`src/s1c88_pkg.sv`:
```
package s1c88_pkg;

    typedef logic [23:0] addr_t;
    typedef logic [7:0]  byte_t;

    // signals the core drives on its external bus
    typedef struct packed {
        addr_t address;
        byte_t wdata;
        logic  read;
        logic  write;
        // high with read in the first clock of an opcode fetch
        logic  sync;
    } bus_req_t;

    // move endpoints used by the micro program
    typedef enum logic [2:0] {
        MOV_NONE     = 3'd0,
        MOV_IMM_LOW  = 3'd1,
        MOV_IMM_HIGH = 3'd2,
        MOV_MEM      = 3'd3,
        MOV_A        = 3'd4,
        MOV_BR       = 3'd5,
        MOV_EP       = 3'd6
    } mov_reg_e;

    // data address forms, {EP, BR, ll} or {EP, hh, ll}
    typedef enum logic {
        ADDR_BR_LL = 1'b0,
        ADDR_HH_LL = 1'b1
    } addr_mode_e;

    typedef struct packed {
        logic       is_bus;
        logic       bus_write;
        addr_mode_e addr_mode;
        mov_reg_e   dst;
        mov_reg_e   src;
        logic       done;
        logic       spare;
    } micro_word_t;

    typedef struct packed {
        logic     enable;
        mov_reg_e dst;
        byte_t    value;
    } reg_write_t;

    // 0xCE and 0xCF both prefix an extension byte
    localparam byte_t OPCODE_PREFIX_LOW = 8'hCE;

    localparam addr_t RESET_VECTOR_LOW  = 24'h000000;
    localparam addr_t RESET_VECTOR_HIGH = 24'h000001;
    localparam addr_t DUMMY_ADDRESS     = 24'hDEFACE;

    localparam int MICRO_DEPTH = 32;
    // three pages of 256, plain opcodes then the CE and CF pages
    localparam int XLATE_DEPTH = 768;

endpackage

```
`src/opcode_decode.sv`:
```
module opcode_decode
(
    input  s1c88_pkg::byte_t opcode,
    input  s1c88_pkg::byte_t opext,
    output logic             need_opext,
    output logic             need_imm,
    output logic             imm_size
);

    always_comb
    begin
        // CE and CF differ only in bit 0
        need_opext = ((opcode | 8'h01) == (s1c88_pkg::OPCODE_PREFIX_LOW | 8'h01));
        need_imm   = 1'b0;
        imm_size   = 1'b0;

        if (need_opext)
        begin
            case ({opcode[0], opext})
                // LD EP,#nn
                9'h0C5:
                    need_imm = 1'b1;
                // LD A,[hhll]
                9'h0D0:
                begin
                    need_imm = 1'b1;
                    imm_size = 1'b1;
                end
                default:
                begin
                end
            endcase
        end
        else
        begin
            case (opcode)
                // LD BR,#nn / LD A,[BR:ll] / LD [BR:ll],A
                8'hB4, 8'h44, 8'h7C:
                    need_imm = 1'b1;
                // LD [BR:ll],#nn
                8'hDD:
                begin
                    need_imm = 1'b1;
                    imm_size = 1'b1;
                end
                default:
                begin
                end
            endcase
        end
    end

endmodule

```
`src/microcode_rom.sv`:
```
module microcode_rom
(
    input  logic [9:0]               extended_opcode,
    input  logic [1:0]               micro_step,
    output s1c88_pkg::micro_word_t   micro
);

    localparam int ADDR_W = $clog2(s1c88_pkg::MICRO_DEPTH);

    logic [ADDR_W-1:0]     xlate [s1c88_pkg::XLATE_DEPTH];
    s1c88_pkg::micro_word_t rom  [s1c88_pkg::MICRO_DEPTH];
    logic [ADDR_W-1:0]     micro_address;

    function automatic s1c88_pkg::micro_word_t make_word
    (
        input logic                  is_bus,
        input logic                  bus_write,
        input s1c88_pkg::addr_mode_e mode,
        input s1c88_pkg::mov_reg_e   dst,
        input s1c88_pkg::mov_reg_e   src
    );
        s1c88_pkg::micro_word_t w;
        w.is_bus    = is_bus;
        w.bus_write = bus_write;
        w.addr_mode = mode;
        w.dst       = dst;
        w.src       = src;
        // every program here is a single word
        w.done      = 1'b1;
        w.spare     = 1'b0;
        return w;
    endfunction

    initial
    begin
        for (int i = 0; i < s1c88_pkg::XLATE_DEPTH; i++)
            xlate[i] = '0;
        for (int i = 0; i < s1c88_pkg::MICRO_DEPTH; i++)
            rom[i] = '0;

        // address 0 is the no-op that unknown opcodes land on
        rom[0] = make_word(1'b0, 1'b0, s1c88_pkg::ADDR_BR_LL, s1c88_pkg::MOV_NONE,
                           s1c88_pkg::MOV_NONE);
        rom[1] = make_word(1'b1, 1'b0, s1c88_pkg::ADDR_BR_LL, s1c88_pkg::MOV_A,
                           s1c88_pkg::MOV_MEM);
        rom[2] = make_word(1'b1, 1'b0, s1c88_pkg::ADDR_HH_LL, s1c88_pkg::MOV_A,
                           s1c88_pkg::MOV_MEM);
        rom[3] = make_word(1'b0, 1'b0, s1c88_pkg::ADDR_BR_LL, s1c88_pkg::MOV_EP,
                           s1c88_pkg::MOV_IMM_LOW);
        rom[4] = make_word(1'b0, 1'b0, s1c88_pkg::ADDR_BR_LL, s1c88_pkg::MOV_BR,
                           s1c88_pkg::MOV_IMM_LOW);
        // stores take the byte to write from src
        rom[5] = make_word(1'b1, 1'b1, s1c88_pkg::ADDR_BR_LL, s1c88_pkg::MOV_MEM,
                           s1c88_pkg::MOV_IMM_HIGH);
        rom[6] = make_word(1'b1, 1'b1, s1c88_pkg::ADDR_BR_LL, s1c88_pkg::MOV_MEM,
                           s1c88_pkg::MOV_A);

        xlate[10'h044] = ADDR_W'(1);
        xlate[10'h1D0] = ADDR_W'(2);
        xlate[10'h1C5] = ADDR_W'(3);
        xlate[10'h0B4] = ADDR_W'(4);
        xlate[10'h0DD] = ADDR_W'(5);
        xlate[10'h07C] = ADDR_W'(6);
    end

    assign micro_address = xlate[extended_opcode] + {{(ADDR_W-2){1'b0}}, micro_step};
    assign micro         = rom[micro_address];

endmodule

```
`src/bus_sequencer.sv`:
```
module bus_sequencer
(
    input  logic                    clk,
    input  logic                    reset,
    input  s1c88_pkg::byte_t        data_in,
    output s1c88_pkg::bus_req_t     bus,
    output s1c88_pkg::byte_t        opcode,
    output s1c88_pkg::byte_t        opext,
    input  logic                    need_opext,
    input  logic                    need_imm,
    input  logic                    imm_size,
    output logic [1:0]              micro_step,
    input  s1c88_pkg::micro_word_t  micro,
    input  s1c88_pkg::byte_t        a,
    input  s1c88_pkg::byte_t        br,
    input  s1c88_pkg::byte_t        ep,
    output s1c88_pkg::reg_write_t   reg_write
);

    typedef enum logic [2:0] {
        ST_RESET_WAIT, ST_VECTOR, ST_FETCH, ST_OPEXT, ST_IMM_LOW, ST_IMM_HIGH, ST_EXECUTE
    } state_e;

    state_e                 state;
    state_e                 next_state;
    // low in the first clock of a bus cycle, high in the second
    logic                   phase;
    // counts the idle cycles and then the two vector bytes
    logic                   step_cnt;
    logic [15:0]            pc;
    logic [15:0]            fetch_addr;
    s1c88_pkg::byte_t       opcode_q;
    s1c88_pkg::byte_t       opext_q;
    s1c88_pkg::byte_t       imm_low_q;
    s1c88_pkg::byte_t       imm_high_q;
    s1c88_pkg::byte_t       imm_low_v;
    s1c88_pkg::byte_t       imm_high_v;
    s1c88_pkg::byte_t       src_value;
    s1c88_pkg::addr_t       data_address;
    s1c88_pkg::micro_word_t exec_q;
    s1c88_pkg::bus_req_t    next_req;
    logic                   take_micro;
    logic                   program_read;

    // the byte arriving now stands in for its latch, so decode and moves see it at once
    assign opcode     = (state == ST_FETCH) ? data_in : opcode_q;
    assign opext      = (state == ST_OPEXT) ? data_in : opext_q;
    assign imm_low_v  = (state == ST_IMM_LOW) ? data_in : imm_low_q;
    assign imm_high_v = (state == ST_IMM_HIGH) ? data_in : imm_high_q;
    assign fetch_addr = (state == ST_VECTOR) ? {data_in, pc[7:0]} : pc;

    assign data_address = (micro.addr_mode == s1c88_pkg::ADDR_HH_LL) ?
                          {ep, imm_high_v, imm_low_v} : {ep, br, imm_low_v};

    assign program_read = next_state inside {ST_FETCH, ST_OPEXT, ST_IMM_LOW, ST_IMM_HIGH};

    // the micro word is taken once the last program byte is in
    always_comb
    begin
        case (state)
            ST_FETCH:    take_micro = !need_opext && !need_imm;
            ST_OPEXT:    take_micro = !need_imm;
            ST_IMM_LOW:  take_micro = !imm_size;
            ST_IMM_HIGH: take_micro = 1'b1;
            ST_EXECUTE:  take_micro = !exec_q.done;
            default:     take_micro = 1'b0;
        endcase
    end

    always_comb
    begin
        case (micro.src)
            s1c88_pkg::MOV_IMM_LOW:  src_value = imm_low_v;
            s1c88_pkg::MOV_IMM_HIGH: src_value = imm_high_v;
            s1c88_pkg::MOV_MEM:      src_value = data_in;
            s1c88_pkg::MOV_A:        src_value = a;
            s1c88_pkg::MOV_BR:       src_value = br;
            s1c88_pkg::MOV_EP:       src_value = ep;
            default:                 src_value = 8'h00;
        endcase
    end

    // next bus cycle, loaded at the end of the current one
    always_comb
    begin
        next_state = state;
        next_req   = '{address: {8'h00, fetch_addr}, wdata: bus.wdata,
                       read: 1'b1, write: 1'b0, sync: 1'b0};
        case (state)
            ST_RESET_WAIT:
            begin
                if (!step_cnt)
                begin
                    next_req.address = s1c88_pkg::DUMMY_ADDRESS;
                    next_req.read    = 1'b0;
                end
                else
                begin
                    next_state       = ST_VECTOR;
                    next_req.address = s1c88_pkg::RESET_VECTOR_LOW;
                end
            end
            ST_VECTOR:
            begin
                if (!step_cnt)
                    next_req.address = s1c88_pkg::RESET_VECTOR_HIGH;
                else
                    next_state = ST_FETCH;
            end
            ST_FETCH:
                next_state = need_opext ? ST_OPEXT : ST_IMM_LOW;
            ST_OPEXT:
                next_state = ST_IMM_LOW;
            ST_IMM_LOW:
                next_state = ST_IMM_HIGH;
            default:
                next_state = ST_FETCH;
        endcase

        if (take_micro)
        begin
            if (micro.is_bus)
            begin
                next_state       = ST_EXECUTE;
                next_req.address = data_address;
                next_req.read    = !micro.bus_write;
                next_req.write   = micro.bus_write;
                next_req.wdata   = src_value;
            end
            else
            begin
                next_state = ST_FETCH;
            end
        end
        next_req.sync = (next_state == ST_FETCH);
    end

    always_comb
    begin
        reg_write = '0;
        if (phase && state == ST_EXECUTE && !exec_q.bus_write &&
            exec_q.dst != s1c88_pkg::MOV_NONE)
        begin
            reg_write.enable = 1'b1;
            reg_write.dst    = exec_q.dst;
            reg_write.value  = data_in;
        end
        else if (phase && take_micro && !micro.is_bus && micro.dst != s1c88_pkg::MOV_NONE)
        begin
            reg_write.enable = 1'b1;
            reg_write.dst    = micro.dst;
            reg_write.value  = src_value;
        end
    end

    always_ff @(posedge clk, posedge reset)
    begin
        if (reset)
        begin
            state      <= ST_RESET_WAIT;
            phase      <= 1'b0;
            step_cnt   <= 1'b0;
            micro_step <= 2'd0;
            pc         <= 16'h0000;
            bus        <= '{address: '1, default: '0};
        end
        else
        begin
            phase <= !phase;
            if (!phase)
            begin
                // strobes only last the first clock
                bus.read  <= 1'b0;
                bus.write <= 1'b0;
                bus.sync  <= 1'b0;
            end
            else
            begin
                state <= next_state;
                bus   <= next_req;
                if (state == ST_RESET_WAIT || state == ST_VECTOR)
                    step_cnt <= !step_cnt;
                if (state == ST_VECTOR && !step_cnt)
                    pc[7:0] <= data_in;
                else if (program_read)
                    pc <= fetch_addr + 16'd1;
                if (next_state == ST_FETCH)
                    micro_step <= 2'd0;
                else if (take_micro)
                    micro_step <= micro_step + 2'd1;
            end
        end
    end

    always_ff @(posedge clk)
    begin
        if (phase)
        begin
            case (state)
                ST_FETCH:    opcode_q   <= data_in;
                ST_OPEXT:    opext_q    <= data_in;
                ST_IMM_LOW:  imm_low_q  <= data_in;
                ST_IMM_HIGH: imm_high_q <= data_in;
                default:
                begin
                end
            endcase
            if (take_micro && micro.is_bus)
                exec_q <= micro;
        end
    end

    // a strobe lasts one clock and read never meets write
    a_strobe: assert property (@(posedge clk) disable iff (reset)
        (bus.read || bus.write) |-> !(bus.read && bus.write) ##1 !(bus.read || bus.write));

    a_sync_read: assert property (@(posedge clk) disable iff (reset)
        bus.sync |-> bus.read);

    // register-only words must close the program and never follow a data cycle
    a_reg_word_last: assert property (@(posedge clk) disable iff (reset)
        (phase && take_micro && !micro.is_bus) |-> micro.done && state != ST_EXECUTE);

endmodule

```
`src/register_file.sv`:
```
module register_file
(
    input  logic                  clk,
    input  logic                  reset,
    input  s1c88_pkg::reg_write_t reg_write,
    output s1c88_pkg::byte_t      a,
    output s1c88_pkg::byte_t      br,
    output s1c88_pkg::byte_t      ep
);

    always_ff @(posedge clk, posedge reset)
    begin
        if (reset)
        begin
            a  <= 8'h00;
            br <= 8'h00;
            ep <= 8'h00;
        end
        else if (reg_write.enable)
        begin
            case (reg_write.dst)
                s1c88_pkg::MOV_A:  a  <= reg_write.value;
                s1c88_pkg::MOV_BR: br <= reg_write.value;
                s1c88_pkg::MOV_EP: ep <= reg_write.value;
                default:
                begin
                end
            endcase
        end
    end

    // micro program and sequencer must only ever target a real register
    a_write_target: assert property (@(posedge clk) disable iff (reset)
        reg_write.enable |->
            !(reg_write.dst inside {s1c88_pkg::MOV_NONE, s1c88_pkg::MOV_IMM_LOW,
                                    s1c88_pkg::MOV_IMM_HIGH}));

endmodule

```
`src/s1c88_core.sv`:
```
module s1c88_core
(
    input  logic                clk,
    input  logic                reset,
    input  s1c88_pkg::byte_t    data_in,
    output s1c88_pkg::bus_req_t bus
);

    s1c88_pkg::byte_t       opcode;
    s1c88_pkg::byte_t       opext;
    logic                   need_opext;
    logic                   need_imm;
    logic                   imm_size;
    logic [1:0]             micro_step;
    s1c88_pkg::micro_word_t micro;
    s1c88_pkg::byte_t       a;
    s1c88_pkg::byte_t       br;
    s1c88_pkg::byte_t       ep;
    s1c88_pkg::reg_write_t  reg_write;
    s1c88_pkg::byte_t       prefix_index;
    logic [9:0]             extended_opcode;

    // CE selects page 1 of the translation table, CF page 2
    assign prefix_index    = opcode - s1c88_pkg::OPCODE_PREFIX_LOW + 8'd1;
    assign extended_opcode = need_opext ? {prefix_index[1:0], opext} : {2'b00, opcode};

    opcode_decode i_decode
    (
        .opcode     (opcode),
        .opext      (opext),
        .need_opext (need_opext),
        .need_imm   (need_imm),
        .imm_size   (imm_size)
    );

    microcode_rom i_microcode
    (
        .extended_opcode (extended_opcode),
        .micro_step      (micro_step),
        .micro           (micro)
    );

    bus_sequencer i_sequencer
    (
        .clk        (clk),
        .reset      (reset),
        .data_in    (data_in),
        .bus        (bus),
        .opcode     (opcode),
        .opext      (opext),
        .need_opext (need_opext),
        .need_imm   (need_imm),
        .imm_size   (imm_size),
        .micro_step (micro_step),
        .micro      (micro),
        .a          (a),
        .br         (br),
        .ep         (ep),
        .reg_write  (reg_write)
    );

    register_file i_regs
    (
        .clk       (clk),
        .reset     (reset),
        .reg_write (reg_write),
        .a         (a),
        .br        (br),
        .ep        (ep)
    );

endmodule

```
`config.mk`:
```
export PLATFORM = sky130hd
export DESIGN_NAME = s1c88_core
export DESIGN_NICKNAME = d
export VERILOG_FILES = /design/src/s1c88_pkg.sv /design/src/opcode_decode.sv /design/src/microcode_rom.sv /design/src/bus_sequencer.sv /design/src/register_file.sv /design/src/s1c88_core.sv
export SDC_FILE = /design/constraint.sdc
export NUM_CORES = 1
export LEC_CHECK = 0
export BUFFER_PORTS_ARGS = -buffer_cell sky130_fd_sc_hd__buf_2
export CAP_MARGIN = 20
export CORE_MARGIN = 3
export CORE_UTILIZATION = 53
export DETAILED_ROUTE_END_ITERATION = 12
export GPL_ROUTABILITY_DRIVEN = 0
export PLACE_DENSITY_LB_ADDON = 0.25
export SETUP_SLACK_MARGIN = 0.02
export SYNTH_ARGS = -nofsm -noshare
export SYNTH_HDL_FRONTEND = slang
export SYNTH_HIERARCHICAL = 1
export SYNTH_MEMORY_MAX_BITS = 65536
export SYNTH_SLANG_ARGS = --single-unit
export TNS_END_PERCENT = 100
```
`constraint.sdc`:
```
create_clock -name clk -period 20.1 [get_ports clk]
set_clock_uncertainty 0.1 [all_clocks]
set_input_delay 3.015 -clock clk [delete_from_list [all_inputs] [get_ports clk]]
set_output_delay 3.015 -clock clk [all_outputs]
set_load 0.005 [all_outputs]
```
==> impl_summary.txt, run 1 <==
----------------------------------------------------
[Setup path]
  Max stage delay on crit path ... 860 ps
  Crit path launch ... data_in[5]
  Bufs and invs on worst path ... 1
  Critical Path Slowest Stage Cell ... sky130_fd_sc_hd__nor3b_2
  Type of the worst setup path ... input port to flop
  FF-to-FF Start ... i_sequencer/state[1]
  Most prevalent standard cell on the critical path ... sky130_fd_sc_hd__mux2_2
  Critical Path Sink Type ... flop
  Data required time at the worst endpoint ... 20310 ps
  Crit path DAT ... 9630 ps
  Critical path startpoint category ... input port
  Cells traversed along the worst timing path ... buf_2 -> mux2_2 -> nor2b_1 -> nand4_1 -> nor3b_2 -> mux2_4 -> nor2b_1 -> a22o_1 -> a32oi_1 -> nor4bb_1 -> ha_1 -> fa_1 -> ha_1 -> or2_2 -> o211ai_2 -> nor2_2 -> mux2_2 -> a211o_1 -> nand2_1 -> o31ai_1 -> mux2_2
  Worst path top cell family by delay ... simple AND/OR/NAND/NOR gates
  Largest driver fanout on the critical path ... 12

[Timing]
  Setup repair after global routing missed its margin ... false
  Final number of hold-violating endpoints ... 0
  Number of failing setup endpoints in the final timing report ... 0
  Summed negative setup slack over all endpoints ... 0 ps
  Worst rel slew slack ... 31.43%
  Worst-case hold slack ... 372.1 ps
  Total count of max-transition violations in the final report ... 0
  Share of the clock period used by the worst path ... 46.89%
  Maximum clock frequency ... 0.1061 GHz
  Final period demand of the worst path ... 9425 ps
  Transition time at the pin with the least slew margin ... 1024 ps

[Final layout]
  Multi-input gate area in the final layout ... 0.003869 sq mm
  Synth-to-Final Area Change ... 11.12%
  Leading cell types in the layout, fill and taps excluded ... sky130_fd_sc_hd__nand2_1, sky130_fd_sc_hd__nor2_1, sky130_fd_sc_hd__dfrtp_1
  Most frequent standard cell in the layout excluding fill and tap cells ... sky130_fd_sc_hd__nand2_1
  Ant diodes ... 0
  FF+latch area ... 0.003194 sq mm
  Proportion of layout cells with a drive suffix above 1 ... 26.44%
  Cell area after layout ... 0.008227 sq mm
  Fillers ... 1111
  Net count reported at finish ... 790

[Drt]
  Total via count in the routed design ... 6170
  Starting DRC count in detailed routing ... 851
  Drt first pass iters ... 5
  Count of antenna-violating nets left after detailed routing ... 0
  Avg Vias per Cell ... 6.434
  Post-route DRC violation count ... 0
  Post-detailed-route wirelength per cell ... 21.35 um
  Total length of routed wires ... 20.48 mm

[CTS]
  Clock buffer count from CTS ... 17
  Insertion delay to the later sink of the worst-skew pair ... 420 ps
  TritonCTS clock tree ... built
  CTS clk-pin slew, worst paths ... 60 ps
  Depth of the CTS H-tree ... 4
  Post-cts hold buffer count ... 0
  Setup Buffers After CTS ... 0
  TritonCTS Sinks ... 119
  Number of buffers on the longest clock path ... 2
  Root buffer cell ... sky130_fd_sc_hd__clkbuf_16
  PostCTS Resize Cnt ... 0

[Power]
  Leakage Power ... 3.546 nW
  IR drop worst, VDD ... 93.42 uV
  Power per cell area ... 124.3 mW/mm^2

[Flow run]
  Count of maximum capacitance violations ... 0

[Global route]
  Maximum number of pins on one net before global-route repair ... 59
  Wire length of the first global-routing pass ... 32.02 mm
  Grt total ovfl ... 0
  Antenna violations before repair ... 0
  Overall Global Routing Usage ... 27.39%
  Via count of the first global-routing pass ... 5797

[Synth]
  Mapped Nets ... 770
  Gate count after technology mapping ... 750
  Synthesized cell area ... 0.007403 sq mm
  YS warnings ... 6
  Average size of a mapped cell ... 9.871 sq um

[Floorplanning]
  Area of the die ... 0.01542 sq mm
  Initial Utilization ... 55.03%
  Die X ... 124.2 um
  Die H ... 124.2 um
  Num rows ... 42
  Area of the core region ... 0.01345 sq mm
  IO Pins ... 45

[Placed design]
  HPWL after detailed placement ... 13.64 mm
  Buffers on Ports ... 44
  Placed cell area ... 0.007672 sq mm

[Hold path]
  Worst min-delay path category ... flop to flop
  Launch point of the worst hold path ... i_sequencer/bus[12]

[Outcome]
  Outcome ... finished clean

----------------------------------------------------
-- through the flow --
step           std cells  setup slack (ps)  util (%)  power, mW
2_1_floorplan        750             11480         -     0.6316
3_3_place_gp         927             10690     57.03     0.7177
3_5_place_dp         927             10450     57.03     0.7311
4_1_cts              959             10880     61.15      1.017
5_1_grt              959             10400     61.15      1.079
6_report             959             10680     61.15      1.022
-- path summary, 6_finish.rpt --
kind,to,slack [ps],cells after the start
worst min register to register,i_sequencer/bus[12],370,2
worst max-delay path,i_regs/ep[6],10680,21
worst max register to register,i_regs/ep[6],11940,22
max in group asynchronous,i_sequencer/phase,16590,3
worst min-delay path,i_sequencer/bus[12],370,2
min in group asynchronous,i_regs/br[7],2710,2
-- layer usage --
| layer | vias up | GRT usage (%) | routed length [um] |
|---|---|---|---|
| li1 | 2802 | - | - |
| met4 | 0 | 11.23 | 572 |
| met1 | 2986 | 38.82 | 8735 |
| met3 | 46 | 7.130 | 2083 |
| met2 | 336 | 39.83 | 9084 |
| met5 | - | 0 | 0 |
-- registers in the layout, indices dropped and copies added, names as in the netlist --
| register | cells |
|---|---|
| i_sequencer/opext_q | 8 |
| i_regs/ep | 8 |
| i_sequencer/imm_high_q | 8 |
| i_regs/br | 8 |
| i_sequencer/bus | 35 |
| i_sequencer/micro_step | 2 |
| i_sequencer/exec_q | 5 |
| i_sequencer/opcode_q | 8 |
| i_sequencer/imm_low_q | 8 |
| i_sequencer/state | 3 |
| i_sequencer/phase | 1 |
| i_regs/a | 8 |
| i_sequencer/pc | 16 |
| i_sequencer/step_cnt | 1 |
-- report_power, final --
part           switching (mW)  internal (mW)  total, mW
registers              0.0419          0.302      0.344
logic                   0.238          0.158      0.396
clock network           0.112          0.171      0.283
total                   0.392          0.631       1.02
-- worst register-to-register path: stages, from the launching register on --
cell	delay (ps)
sky130_fd_sc_hd__dfrtp_1	700
sky130_fd_sc_hd__nand2b_1	210
sky130_fd_sc_hd__nor2_1	560
sky130_fd_sc_hd__mux2_2	460
sky130_fd_sc_hd__nor2b_1	160
sky130_fd_sc_hd__nand4_1	190
sky130_fd_sc_hd__nor3b_2	860
sky130_fd_sc_hd__mux2_4	350
sky130_fd_sc_hd__nor2b_1	240
sky130_fd_sc_hd__a22o_1	200
sky130_fd_sc_hd__a32oi_1	110
sky130_fd_sc_hd__nor4bb_1	370
sky130_fd_sc_hd__ha_1	280
sky130_fd_sc_hd__fa_1	500
sky130_fd_sc_hd__ha_1	360
sky130_fd_sc_hd__or2_2	310
sky130_fd_sc_hd__o211ai_2	680
sky130_fd_sc_hd__nor2_2	260
sky130_fd_sc_hd__mux2_2	330
sky130_fd_sc_hd__a211o_1	290
sky130_fd_sc_hd__nand2_1	100
sky130_fd_sc_hd__o31ai_1	130
sky130_fd_sc_hd__mux2_2	290
-- final cells by class --
cell class	instances	area share, %
Clock buffer	21	5.856
Clock inverter	11	0.8821
Inverter	19	0.8669
Multi-Input combinational cell	556	47.03
Sequential cell	119	38.83
Tap cell	176	2.677
Timing Repair Buffer	57	3.863
No activity file was read; power rests on OpenSTA's default activity.
==> run 2: changes to the inputs <==
==> constraint.sdc (replaced) <==
create_clock -name clk -period 7.57 [get_ports clk]
set_clock_uncertainty 0.1 [all_clocks]
set_input_delay 1.1355 -clock clk [delete_from_list [all_inputs] [get_ports clk]]
set_output_delay 1.1355 -clock clk [all_outputs]
set_load 0.005 [all_outputs]
==> impl_summary.txt, run 2 (synthesis gave the netlist of run 1 again) <==
----------------------------------------------------
[Drt]
  Avg Vias per Cell ... 6.398 (-0.55%)
  Post-detailed-route wirelength per cell ... 20.54 um (-3.8%)
  Total via count in the routed design ... 6200 (+0.49%)
  Count of antenna-violating nets left after detailed routing ... 0 (unchanged)
  Drt first pass iters ... 6 (+1)
  Starting DRC count in detailed routing ... 871 (+2.4%)
  Post-route DRC violation count ... 0 (unchanged)
  Total length of routed wires ... 19.91 mm (-2.8%)

[Power]
  Power per cell area ... 332.5 mW/mm^2 (+170%)
  Leakage Power ... 3.606 nW (+1.7%)
  IR drop worst, VDD ... 193.8 uV (+110%)

[Setup path]
  Critical Path Sink Type ... flop
  Critical path startpoint category ... flop
  Type of the worst setup path ... flop to flop
  Data required time at the worst endpoint ... 7820 ps (-12490 ps)
  Largest driver fanout on the critical path ... 13 (+1)
  Crit path DAT ... 7360 ps (-2270 ps)

[CTS]
  TritonCTS Sinks ... 119 (unchanged)
  CTS clk-pin slew, worst paths ... 50 ps (about the same)
  Root buffer cell ... sky130_fd_sc_hd__clkbuf_16
  TritonCTS clock tree ... built
  Number of buffers on the longest clock path ... 2 (unchanged)
  Insertion delay to the later sink of the worst-skew pair ... 420 ps (about the same)
  Clock buffer count from CTS ... 17 (unchanged)
  Setup Buffers After CTS ... 0 (unchanged)
  Depth of the CTS H-tree ... 4 (unchanged)
  Post-cts hold buffer count ... 0 (unchanged)
  PostCTS Resize Cnt ... 0 (unchanged)

[Final layout]
  Regs by FF count ... i_sequencer/bus (35), i_sequencer/pc (16)
  Register containing the most flip-flops in the final layout ... i_sequencer/bus
  Leading cell types in the layout, fill and taps excluded ... sky130_fd_sc_hd__nand2_1, sky130_fd_sc_hd__nor2_1, sky130_fd_sc_hd__dfrtp_1
  Net count reported at finish ... 800 (+1.3%)
  Fraction of the core area covered by cells at the end of the flow ... 61.83% (+0.68 points)
  Number of flip-flops under the largest register name ... 35 (unchanged)
  Synth-to-Final Area Change ... 12.35%
  Most frequent standard cell in the layout excluding fill and tap cells ... sky130_fd_sc_hd__nand2_1
  Proportion of layout cells with a drive suffix above 1 ... 26.86% (+0.42 points)
  Post-layout instance count excluding filler cells ... 969 (+1.0%)
  Cell area after layout ... 0.008318 sq mm (+1.1%)
  Ant diodes ... 0 (unchanged)

[Hold path]
  Worst min-delay path category ... flop to flop

[Placed design]
  Pre-CTS setup slack ... 451.0 ps (-9997 ps)
  Cell count after placement ... 937 (+1.1%)
  Placed cell area ... 0.007747 sq mm (+0.98%)
  Buffers on Ports ... 44 (unchanged)
  HPWL after detailed placement ... 13.56 mm (-0.62%)

[Outcome]
  Outcome ... finished clean

[Global route]
  Grt total ovfl ... 0 (unchanged)
  Antenna violations before repair ... 0 (unchanged)
  Maximum number of pins on one net before global-route repair ... 59 (unchanged)
  Via count of the first global-routing pass ... 5850 (+0.91%)
  Overall Global Routing Usage ... 26.87% (-0.51 points)
  Wire length of the first global-routing pass ... 31.62 mm (-1.3%)

[Floorplanning]
  Initial Utilization ... 55.03% (unchanged)
  Die H ... 124.2 um (unchanged)
  IO Pins ... 45 (unchanged)
  Die X ... 124.2 um (unchanged)
  Area of the core region ... 0.01345 sq mm (unchanged)
  Num rows ... 42 (unchanged)
  Area of the die ... 0.01542 sq mm (unchanged)

[Timing]
  Total count of max-transition violations in the final report ... 0 (unchanged)
  Final number of hold-violating endpoints ... 0 (unchanged)
  Maximum clock frequency ... 0.1407 GHz
  Worst rel slew slack ... 30.12% (-1.3 points)
  Fin worst setup slack ... 461.8 ps (-10210 ps)
  Final period demand of the worst path ... 7108 ps
  Transition time at the pin with the least slew margin ... 1040 ps (+16.14 ps)
  Number of failing setup endpoints in the final timing report ... 0 (unchanged)
  Summed negative setup slack over all endpoints ... 0 ps (unchanged)
  Share of the clock period used by the worst path ... 93.90%
  Setup repair after global routing missed its margin ... false

[Flow run]
  Count of maximum capacitance violations ... 0 (unchanged)

----------------------------------------------------
==> run 2: cell count changes in the layout (fill, tap and decap cells not counted), moves of 2 or more <==
cell and delta:
sky130_fd_sc_hd__clkbuf_1 +4, sky130_fd_sc_hd__clkinvlp_4 -2, sky130_fd_sc_hd__buf_4 +10, sky130_fd_sc_hd__clkbuf_16 +2
==> run 2: final timing paths <==
kind,startpoint,to,slack (ps),cells past startpoint
worst max-delay path,i_sequencer/state[0],i_regs/br[1],460,25
worst min-delay path,i_sequencer/bus[27],i_sequencer/bus[27],370,1
worst max register to register,i_sequencer/state[0],i_regs/br[1],460,25
worst min register to register,i_sequencer/bus[27],i_sequencer/bus[27],370,1
max in group asynchronous,reset,i_sequencer/phase,5960,3
min in group asynchronous,reset,i_regs/a[6],820,2
==> run 2: final cells by class <==
cell class                 count  area (sq um)
clock buffer                  26         533.0
clock inverter                 6         37.54
fill                        1105          5135
inverter                      19         71.32
multi-input combinational    556          3869
sequential                   119          3194
tap                          176         220.2
timing repair buffer          67         392.9
==> run 2: critical path, cell delays in order, from the launching register on <==
cell and delay, ps:
sky130_fd_sc_hd__dfrtp_1 370, sky130_fd_sc_hd__nand2b_1 210, sky130_fd_sc_hd__nor2_1 330, sky130_fd_sc_hd__buf_4 220, sky130_fd_sc_hd__mux2_2 210, sky130_fd_sc_hd__nor2b_1 190, sky130_fd_sc_hd__nand4_1 180, sky130_fd_sc_hd__nor3b_2 250
sky130_fd_sc_hd__buf_4 250, sky130_fd_sc_hd__mux2_4 360, sky130_fd_sc_hd__or3b_1 400, sky130_fd_sc_hd__a2111oi_0 490, sky130_fd_sc_hd__a31oi_1 90, sky130_fd_sc_hd__nor2_1 200, sky130_fd_sc_hd__fa_1 520, sky130_fd_sc_hd__inv_1 130
sky130_fd_sc_hd__ha_1 180, sky130_fd_sc_hd__nand2b_1 60, sky130_fd_sc_hd__a221o_1 330, sky130_fd_sc_hd__o311ai_2 240, sky130_fd_sc_hd__nor2b_1 570, sky130_fd_sc_hd__nand2_1 110, sky130_fd_sc_hd__o211ai_1 110, sky130_fd_sc_hd__nand2_1 150
sky130_fd_sc_hd__o31ai_1 530, sky130_fd_sc_hd__mux2_2 260
==> run 2: layer usage <==
layer  up-vias  wire length, um  GRT usage [%]
met5         -                0              0
met4         0              420          7.598
met3        41             1548          6.630
met2       274             8951          40.34
met1      3059             8986          38.72
li1       2826                -              -
==> run 2: through the flow <==
stage | hold WS (ps) | total power [mW]
6_report | 371.9 | 2.766
5_1_grt | 386.7 | 2.924
4_1_cts | 374.7 | 2.749
3_5_place_dp | 365.9 | 1.967
3_3_place_gp | 358.1 | 1.935
2_1_floorplan | 357.6 | 1.677
==> run 2: where the power goes <==
part | switching (mW) | total [mW] | internal, mW
clock | 0.290 | 0.775 | 0.485
combinational | 0.669 | 1.11 | 0.438
sequential | 0.0814 | 0.884 | 0.802
total | 1.04 | 2.77 | 1.73
==> run 3: changes to the inputs <==
--- a/config.mk
+++ b/config.mk
@@ -8,11 +8,12 @@
 export BUFFER_PORTS_ARGS = -buffer_cell sky130_fd_sc_hd__buf_2
 export CAP_MARGIN = 20
 export CORE_MARGIN = 3
-export CORE_UTILIZATION = 53
+export CORE_UTILIZATION = 45
 export DETAILED_ROUTE_END_ITERATION = 12
-export GPL_ROUTABILITY_DRIVEN = 0
+export GPL_ROUTABILITY_DRIVEN = 1
 export PLACE_DENSITY_LB_ADDON = 0.25
 export SETUP_SLACK_MARGIN = 0.02
+export SKIP_LAST_GASP = 1
 export SYNTH_ARGS = -nofsm -noshare
 export SYNTH_HDL_FRONTEND = slang
 export SYNTH_HIERARCHICAL = 1
==> impl_summary.txt, run 3 (synthesis gave the netlist of run 1 again) <==
----------------------------------------------------
[Setup path]
  FF-to-FF Start ... i_sequencer/state[0]
  Setup crit end ... i_regs/ep[6]
  Crit path launch ... i_sequencer/state[0]
  Crit path DAT ... 7220 ps (-140 ps)
  Type of the worst setup path ... flop to flop
  Largest driver fanout on the critical path ... 16 (+3)
  Setup slack, reg-to-reg ... 610 ps (+150 ps)
  Critical Path Sink Type ... flop
  Logic depth of the worst register-to-register path ... 24 (-4.0%)
  Critical R2R Capture ... i_regs/ep[6]
  Critical path startpoint category ... flop
  Data required time at the worst endpoint ... 7830 ps (about the same)

[Drt]
  Avg Vias per Cell ... 6.059 (-5.3%)
  Count of antenna-violating nets left after detailed routing ... 0 (unchanged)
  Post-route DRC violation count ... 0 (unchanged)
  Starting DRC count in detailed routing ... 551 (-37%)
  Total via count in the routed design ... 6095 (-1.7%)
  Drt first pass iters ... 5 (-1)
  Total length of routed wires ... 20.26 mm (+1.8%)
  Post-detailed-route wirelength per cell ... 20.14 um (-2.0%)

[Flow run]
  Count of maximum capacitance violations ... 0 (unchanged)

[Floorplanning]
  Initial Utilization ... 46.27% (-8.8 points)
  Num rows ... 46 (+9.5%)
  Die H ... 134.3 um (+8.1%)
  IO Pins ... 45 (unchanged)
  Area of the die ... 0.01803 sq mm (+17%)
  Die X ... 134.3 um (+8.1%)
  Area of the core region ... 0.01600 sq mm (+19%)

[CTS]
  Number of buffers on the longest clock path ... 2 (unchanged)
  TritonCTS Sinks ... 119 (unchanged)
  Setup Buffers After CTS ... 0 (unchanged)
  TritonCTS clock tree ... built
  Depth of the CTS H-tree ... 4 (unchanged)
  Clock buffer count from CTS ... 17 (unchanged)
  Root buffer cell ... sky130_fd_sc_hd__clkbuf_16
  PostCTS Resize Cnt ... 0 (unchanged)
  Insertion delay to the later sink of the worst-skew pair ... 420 ps (about the same)
  Post-cts hold buffer count ... 0 (unchanged)
  CTS clk-pin slew, worst paths ... 60 ps (about the same)

[Placed design]
  HPWL after detailed placement ... 14.05 mm (+3.6%)
  RePlAce Congestion ... 0.9026
  Placed cell area ... 0.007775 sq mm (+0.36%)
  Cell count after placement ... 974 (+3.9%)
  Pre-CTS setup slack ... 488.9 ps (+37.94 ps)
  Buffers on Ports ... 44 (unchanged)

[Final layout]
  Cell area after layout ... 0.008359 sq mm (+0.50%)
  Fraction of the core area covered by cells at the end of the flow ... 52.24% (-9.6 points)
  Proportion of layout cells with a drive suffix above 1 ... 27.22% (+0.36 points)
  Ant diodes ... 0 (unchanged)
  Synth-to-Final Area Change ... 12.91%
  Regs by FF count ... i_sequencer/bus (35), i_sequencer/pc (16)
  Number of flip-flops under the largest register name ... 35 (unchanged)
  Leading cell types in the layout, fill and taps excluded ... sky130_fd_sc_hd__nand2_1, sky130_fd_sc_hd__nor2_1, sky130_fd_sc_hd__dfrtp_1
  Most frequent standard cell in the layout excluding fill and tap cells ... sky130_fd_sc_hd__nand2_1
  Net count reported at finish ... 797 (-0.38%)
  Register containing the most flip-flops in the final layout ... i_sequencer/bus
  Post-layout instance count excluding filler cells ... 1006 (+3.8%)

[Power]
  Leakage Power ... 3.603 nW (about the same)
  Total power draw ... 2.783 mW (+0.60%)
  Power per cell area ... 332.9 mW/mm^2 (+0.10%)
  IR drop worst, VDD ... 205.7 uV (+6.1%)

[Timing]
  Number of failing setup endpoints in the final timing report ... 0 (unchanged)
  Worst rel slew slack ... 31.85% (+1.7 points)
  Fin worst setup slack ... 609.3 ps (+147.5 ps)
  Summed negative setup slack over all endpoints ... 0 ps (unchanged)
  Worst-case hold slack ... 371.3 ps (-0.5370 ps)
  Maximum clock frequency ... 0.1437 GHz (+2.1%)
  Final number of hold-violating endpoints ... 0 (unchanged)
  Final period demand of the worst path ... 6961 ps (-147.5 ps)
  Transition time at the pin with the least slew margin ... 1015 ps (-24.80 ps)
  Share of the clock period used by the worst path ... 91.95% (-1.9 points)
  Total count of max-transition violations in the final report ... 0 (unchanged)
  Setup repair after global routing missed its margin ... false

[Global route]
  Wire length of the first global-routing pass ... 32.41 mm (+2.5%)
  Via count of the first global-routing pass ... 5834 (-0.27%)
  Grt total ovfl ... 0 (unchanged)
  Antenna violations before repair ... 0 (unchanged)
  Overall Global Routing Usage ... 22.85% (-4.0 points)
  Maximum number of pins on one net before global-route repair ... 61 (+3.4%)

[Outcome]
  Outcome ... finished clean

[Hold path]
  Worst min-delay path category ... flop to flop

----------------------------------------------------
-- run 3: changes by cell type in the layout (fill, tap and decap cells not counted), sizes merged --
cell	previous run	this run
buf	67	64
bufinv	0	1
clkbuf	26	20
clkinv	5	7
clkinvlp	1	0
inv	19	23
-- run 3: power by group --
group	switching [mW]	total [mW]	internal [mW]
logic	0.653	1.09	0.440
clock network	0.308	0.792	0.483
registers	0.0961	0.898	0.801
total	1.06	2.78	1.72
-- run 3: critical path, cell delays in order, from the launching register on --
cell                        delay, ps
sky130_fd_sc_hd__dfrtp_1          560
sky130_fd_sc_hd__nand2b_1         310
sky130_fd_sc_hd__nor2_1           110
sky130_fd_sc_hd__buf_4            180
sky130_fd_sc_hd__mux2_2           370
sky130_fd_sc_hd__nor2b_1          160
sky130_fd_sc_hd__nand4_1          170
sky130_fd_sc_hd__nor3b_2          230
sky130_fd_sc_hd__buf_4            200
sky130_fd_sc_hd__mux2_4           350
sky130_fd_sc_hd__or3b_1           380
sky130_fd_sc_hd__a2111oi_0        490
sky130_fd_sc_hd__a31oi_1          100
sky130_fd_sc_hd__nor2_1           200
sky130_fd_sc_hd__fa_1             510
sky130_fd_sc_hd__ha_1             360
sky130_fd_sc_hd__or2_2            320
sky130_fd_sc_hd__o211ai_2         280
sky130_fd_sc_hd__buf_4            220
sky130_fd_sc_hd__nand2b_1         170
sky130_fd_sc_hd__nor2_1           140
sky130_fd_sc_hd__a211o_1          150
sky130_fd_sc_hd__nand2_1          100
sky130_fd_sc_hd__o31ai_1          500
sky130_fd_sc_hd__mux2_2           250
-- run 3: final cells by class --
cell class	count	area (sq um)
Multi-Input combinational cell	556	3871
Clock inverter	12	113.9
Clock buffer	20	467.9
Tap cell	216	270.3
Sequential cell	119	3194
Fill cell	1462	7641
Inverter	19	71.32
Timing Repair Buffer	64	370.4
-- run 3: worst min-delay path by stage --
stage,startpoint,to,cells after the start
finish,i_sequencer/bus[13],i_sequencer/bus[13],2
global route,i_sequencer/bus[12],i_sequencer/bus[12],2
global placement,i_sequencer/bus[13],i_sequencer/bus[13],2
detailed placement,i_sequencer/bus[13],i_sequencer/bus[13],2
CTS,i_sequencer/bus[13],i_sequencer/bus[13],2
floorplan,i_sequencer/bus[12],i_sequencer/bus[12],2
-- run 3: per-layer routing --
| metal | GRT usage, % | wire length (um) |
|---|---|---|
| met2 | 33.24 | 8934 |
| met5 | 0 | 0 |
| met1 | 34.07 | 9740 |
| met4 | 6.844 | 339 |
| met3 | 5.064 | 1249 |
